<file path="config.mk">
export PLATFORM = sky130hd
export DESIGN_NAME = port_ctrl
export DESIGN_NICKNAME = d
export VERILOG_FILES = /design/src/scratch_pkg.sv /design/src/port_ctrl.sv
export SDC_FILE = /design/constraint.sdc
export NUM_CORES = 1
export LEC_CHECK = 0
export ABC_AREA = 1
export BUFFER_PORTS_ARGS = -buffer_cell sky130_fd_sc_hd__clkbuf_2
export CAP_MARGIN = 20
export CORE_MARGIN = 2
export CORE_UTILIZATION = 49
export DETAILED_ROUTE_END_ITERATION = 16
export GPL_ROUTABILITY_DRIVEN = 0
export HOLD_SLACK_MARGIN = 0.15
export PLACE_DENSITY = 0.84
export SYNTH_ARGS = -nofsm -noshare
export SYNTH_HDL_FRONTEND = slang
export SYNTH_SLANG_ARGS = --single-unit
</file>
<file path="constraint.sdc">
create_clock -name i_clock -period 4.8 [get_ports i_clock]
set_clock_uncertainty 0.15 [all_clocks]
set_input_delay 0.96 -clock i_clock [delete_from_list [all_inputs] [get_ports i_clock]]
set_output_delay 0.96 -clock i_clock [all_outputs]
set_load 0.02 [all_outputs]
</file>
<file path="src/scratch_pkg.sv">
// ***************************************
// Shared sizes for the scratchpad
// Depth and response buffer depth must be powers of two
// RD_LAT is fixed by the registered RAM output
// ***************************************
package scratch_pkg;

  // Byte lanes
  localparam int NB_COL    = 4;
  localparam int COL_WIDTH = 8;
  localparam int DATA_W    = NB_COL * COL_WIDTH;  // Full word

  // Memory array
  localparam int RAM_DEPTH = 256;
  localparam int ADDR_W    = $clog2(RAM_DEPTH);

  // Enabled cycle to valid data in the output register
  localparam int RD_LAT    = 2;

  // Response buffer per port
  // Also the cap on reads in flight plus buffered responses
  localparam int RSP_DEPTH = 2;
  localparam int RSP_PTR_W = $clog2(RSP_DEPTH);      // FIFO pointer
  localparam int RSP_CNT_W = $clog2(RSP_DEPTH + 1);  // Counts 0..RSP_DEPTH

endpackage

</file>
<file path="src/port_ctrl.sv">
// ***************************************
// Front end for one RAM port
// Ready depends on held credits only, never on valid
// Read responses come back in request order
// ***************************************
`timescale 1ns/1ps

module port_ctrl import scratch_pkg::*; (
  input  logic              i_clock,
  input  logic              i_reset_a,
  // Request channel
  input  logic              i_req_valid,
  input  logic              i_req_write,
  input  logic [ADDR_W-1:0] i_req_addr,
  input  logic [DATA_W-1:0] i_req_wdata,
  input  logic [NB_COL-1:0] i_req_be,
  output logic              o_req_ready,
  // Response channel
  output logic              o_rsp_valid,
  output logic [DATA_W-1:0] o_rsp_rdata,
  input  logic              i_rsp_ready,
  // RAM port
  output logic              o_ram_en,
  output logic [NB_COL-1:0] o_ram_we,
  output logic [ADDR_W-1:0] o_ram_addr,
  output logic [DATA_W-1:0] o_ram_wdata,
  output logic              o_ram_re,
  input  logic [DATA_W-1:0] i_ram_rdata
);

  logic                 req_acc;             // Request handshake this cycle
  logic                 rd_acc;
  logic [RD_LAT-1:0]    rd_mark;             // One bit per RAM stage
  logic                 push;                // RAM output holds a read word
  logic                 pop;                 // Response handshake
  logic [RSP_CNT_W-1:0] credit_cnt;          // Reads in pipe plus buffered
  logic [DATA_W-1:0]    rsp_mem [RSP_DEPTH];
  logic [RSP_PTR_W-1:0] wr_ptr;
  logic [RSP_PTR_W-1:0] rd_ptr;
  logic [RSP_CNT_W-1:0] fifo_cnt;

  assign o_req_ready = (credit_cnt < RSP_DEPTH);
  assign req_acc     = i_req_valid && o_req_ready;
  assign rd_acc      = req_acc && !i_req_write;

  // One cycle of enable per accepted request
  assign o_ram_en    = req_acc;
  assign o_ram_we    = i_req_write ? i_req_be : '0;  // Reads carry no lanes
  assign o_ram_addr  = i_req_addr;
  assign o_ram_wdata = i_req_wdata;

  // Load output register only for our reads
  assign o_ram_re = rd_mark[RD_LAT-2];
  assign push     = rd_mark[RD_LAT-1];
  assign pop      = o_rsp_valid && i_rsp_ready;

  // Markers follow each read through the RAM stages
  always_ff @(posedge i_clock) begin
    if (i_reset_a) begin
      rd_mark <= '0;
    end else begin
      rd_mark <= {rd_mark[RD_LAT-2:0], rd_acc};
    end
  end

  // Credit taken on read accept, returned on response transfer
  always_ff @(posedge i_clock) begin
    if (i_reset_a) begin
      credit_cnt <= '0;
    end else begin
      case ({rd_acc, pop})
        2'b10:   credit_cnt <= credit_cnt + RSP_CNT_W'(1);
        2'b01:   credit_cnt <= credit_cnt - RSP_CNT_W'(1);
        default: credit_cnt <= credit_cnt;
      endcase
    end
  end

  // Response FIFO control
  always_ff @(posedge i_clock) begin
    if (i_reset_a) begin
      wr_ptr   <= '0;
      rd_ptr   <= '0;
      fifo_cnt <= '0;
    end else begin
      if (push) wr_ptr <= wr_ptr + RSP_PTR_W'(1);
      if (pop)  rd_ptr <= rd_ptr + RSP_PTR_W'(1);
      case ({push, pop})
        2'b10:   fifo_cnt <= fifo_cnt + RSP_CNT_W'(1);
        2'b01:   fifo_cnt <= fifo_cnt - RSP_CNT_W'(1);
        default: fifo_cnt <= fifo_cnt;
      endcase
    end
  end

  // Payload storage
  always_ff @(posedge i_clock) begin
    if (push) begin
      rsp_mem[wr_ptr] <= i_ram_rdata;
    end
  end

  assign o_rsp_valid = (fifo_cnt != '0);
  assign o_rsp_rdata = rsp_mem[rd_ptr];

  // Credits keep the buffer from filling past its depth
  a_no_overflow: assert property (@(posedge i_clock) disable iff (i_reset_a)
    (push && !pop) |-> (fifo_cnt < RSP_DEPTH))
    else $error("Response FIFO overflow");

  // Held response must not change under back-pressure
  a_rsp_stable: assert property (@(posedge i_clock) disable iff (i_reset_a)
    (o_rsp_valid && !i_rsp_ready) |=> (o_rsp_valid && $stable(o_rsp_rdata)))
    else $error("Response changed while waiting for ready");

endmodule

</file>
==> impl_metrics.ini <==
[status]
outcome = complete, no violations

[cts]
root_buffer = clkbuf_8
clkSlewWorstSetupHoldPaths_ns = 0.07
post_cts_buffers = 0
holdBufCountCts = 0
cts_sinks = 73
cts_buffers = 9
htree_levels = 3
insertion_delay_ns = 0.32
cts_tree = done
clockBufferDepth = 2
cts_resized = 0

[layout]
synthToLayoutAreaGrowth_pct = 12.7
diodes = 0
post-route-util_pct = 56.9
stdcell_area_mm2 = 0.00362
drive_gt1_share_pct = 49.2
final_nets = 342
nFillCells = 499

[drt]
routed_wl_mm = 5.33
wl_per_cell_um = 15.6
ant_nets = 0
detail_route.first_pass.iterations = 4
vias = 1628
drc = 0
vias_per_cell = 4.77
drt_iter0_drc = 98

[power_and_ir_drop]
p_per_area_mw_per_mm2 = 403
peakVddDrop_v = 0.000181
power_mw = 1.46
power.leakage_nw = 1.52

[hold_path]
whs_path_depth = 2
hold_path.class = flop to flop
hp-start = rd_mark[0]$_SDFF_PP0_

[logic_synthesis]
yosys_warnings = 0
synth-seq-cells = 73
seq_area_frac_synth_pct = 65.5
synthDistinctLibCells = 15
synth_area_leader_cell = edfxtp_1
syn_nets = 294
yosysTopAreaCellShare_pct = 59.9
syn_area_mm2 = 0.00321
syn_area_per_cell_um2 = 15.2
syn_inst = 211
netlist_top_cells_area = edfxtp_1 60%, mux2_4 14%, buf_4 9.4%

[timing]
setup-violations-final = 0
worst_slew_margin_rel_pct = 30.8
rsz0062_at_grt = no
hold_viol = 0
max_freq_mhz = 329
worst_pin_slew_ns = 1.04
tns_ns = 0
post-route-period-util_pct = 63.3
finalCriticalPeriod_ns = 3.04
setup_ws_ns = 1.76
maxSlewViolCount = 0

[grt]
grt-busiest-layer = met2
grt_first_pass_wirelength_mm = 8.21
grt_usage_pct = 15.0
met1_usage_pct = 16.5
grt_pass1_vias = 1695
grt_remaining_overflow = 0
grt_use_met3_pct = 5.06
met2_usage_pct = 26.1
grt_max_degree = 33
antenna_found_initial = 0

[setup_path]
cp_max_fo = 32
cp-end-kind = primary output
rr_startpoint = wr_ptr$_SDFFE_PP0P_
reg2reg_slack_ns = 3.08
ff2ff_path_depth = 3
critPathKind = flop to primary output
critPathRequiredTime_ns = 3.69
cp-start-kind = flop
worstPathArrival_ns = 1.93

[placed_design]
post-dp-hpwl_mm = 3.91
dpl_cell_area_mm2 = 0.00335
portBuffers = 80
pre_cts_slack_ns = 2.08

[floorplan]
die_h_um = 84.9
core-area_mm2 = 0.00635
chipWidth_um = 84.9
ios = 161
dieArea_mm2 = 0.00721
num_rows = 29
start_util_pct = 50.5

[run]
max-cap-violations = 0
placed cells by master (no fill, tap or decap):
cell / instances
a21oi_1: 2
ha_1: 2
bufinv_16: 4
nor2_4: 1
mux2_2: 2
edfxtp_1: 64
dfxtp_2: 1
clkbuf_2: 80
dfxtp_1: 8
nand4_1: 2
inv_1: 20
nor3_1: 1
clkbuf_1: 1
mux2_4: 30
buf_4: 1
nand2_1: 16
nor2_1: 15
clkbuf_8: 9
o21ai_0: 3
inv_6: 2
synthesized netlist by cell type:
| cell type | instances |
|---|---|
| edfxtp_1 | 64 |
| buf_4 | 40 |
| mux2_4 | 30 |
| inv_1 | 20 |
| nand2_1 | 16 |
| nor2_1 | 16 |
| dfxtp_1 | 9 |
| buf_12 | 3 |
| o21ai_0 | 3 |
| a21oi_1 | 2 |
| ha_1 | 2 |
| mux2_2 | 2 |
| nand4_1 | 2 |
| buf_6 | 1 |
| nor3_1 | 1 |
state kept, by name, summed over array words and instances (netlist names), named ones only:
signal / flops
wr_ptr: 1
rd_ptr: 1
fifo_cnt: 2
rd_mark: 2
rsp_mem: 64
credit_cnt: 2
routing by layer:
| layer | share of wire, % | vias to the layer above |
|---|---|---|
| met5 | 0 | - |
| met4 | 0.99 | 0 |
| met3 | 7.2 | 16 |
| met2 | 55 | 69 |
| met1 | 37 | 760 |
| li1 | - | 783 |
final cells by class:
class / count / area (um^2) / area share, %
Clock buffer: 10 / 128 / 3.53
Inverter: 20 / 75.1 / 2.08
Clock inverter: 6 / 138 / 3.81
Multi-Input combinational cell: 74 / 668 / 18.5
Tap cell: 77 / 96.3 / 2.66
Timing Repair Buffer: 81 / 408 / 11.3
Sequential cell: 73 / 2100 / 58.2
cells by family (layout without fill, tap and decap cells):
group / after synthesis / in the layout / share of synthesized area [%]
flip-flops: 73 / 73 / 65.5
AND/OR/NAND/NOR: 35 / 35 / 4.29
buffers and inverters: 64 / 117 / 13.9
multiplexers: 32 / 32 / 14.7
adder cells (fa/ha/maj): 2 / 2 / 0.780
AO/OA/AOI/OAI: 5 / 5 / 0.780
where the power goes:
| part | internal [mW] | switching [mW] | leakage, nW | total [mW] |
|---|---|---|---|---|
| combinational | 0.0577 | 0.0620 | 0.738 | 0.120 |
| sequential | 0.702 | 0.0149 | 0.652 | 0.716 |
| clock | 0.402 | 0.218 | 0.131 | 0.620 |
| total | 1.16 | 0.295 | 1.52 | 1.46 |
stage by stage:
| stage | cells | hold WS [ns] |
|---|---|---|
| floorplan | 211 | 0.317 |
| global placement | 325 | 0.268 |
| detailed placement | 325 | 0.268 |
| CTS | 341 | 0.279 |
| global route | 341 | 0.302 |
| finish | 341 | 0.277 |
final timing paths:
check                        endpoint
max reg2reg  rsp_mem[1][24]$_DFFE_PP_
min reg2reg     rd_mark[1]$_SDFF_PP0_
max                    o_rsp_rdata[6]
min             rd_mark[1]$_SDFF_PP0_
worst max-delay path, cell delays in order (launching register included):
cell	delay, ns
dfxtp_2	1.01
mux2_2	0.42
clkbuf_2	0.16
(Power assumes the default switching activity.)
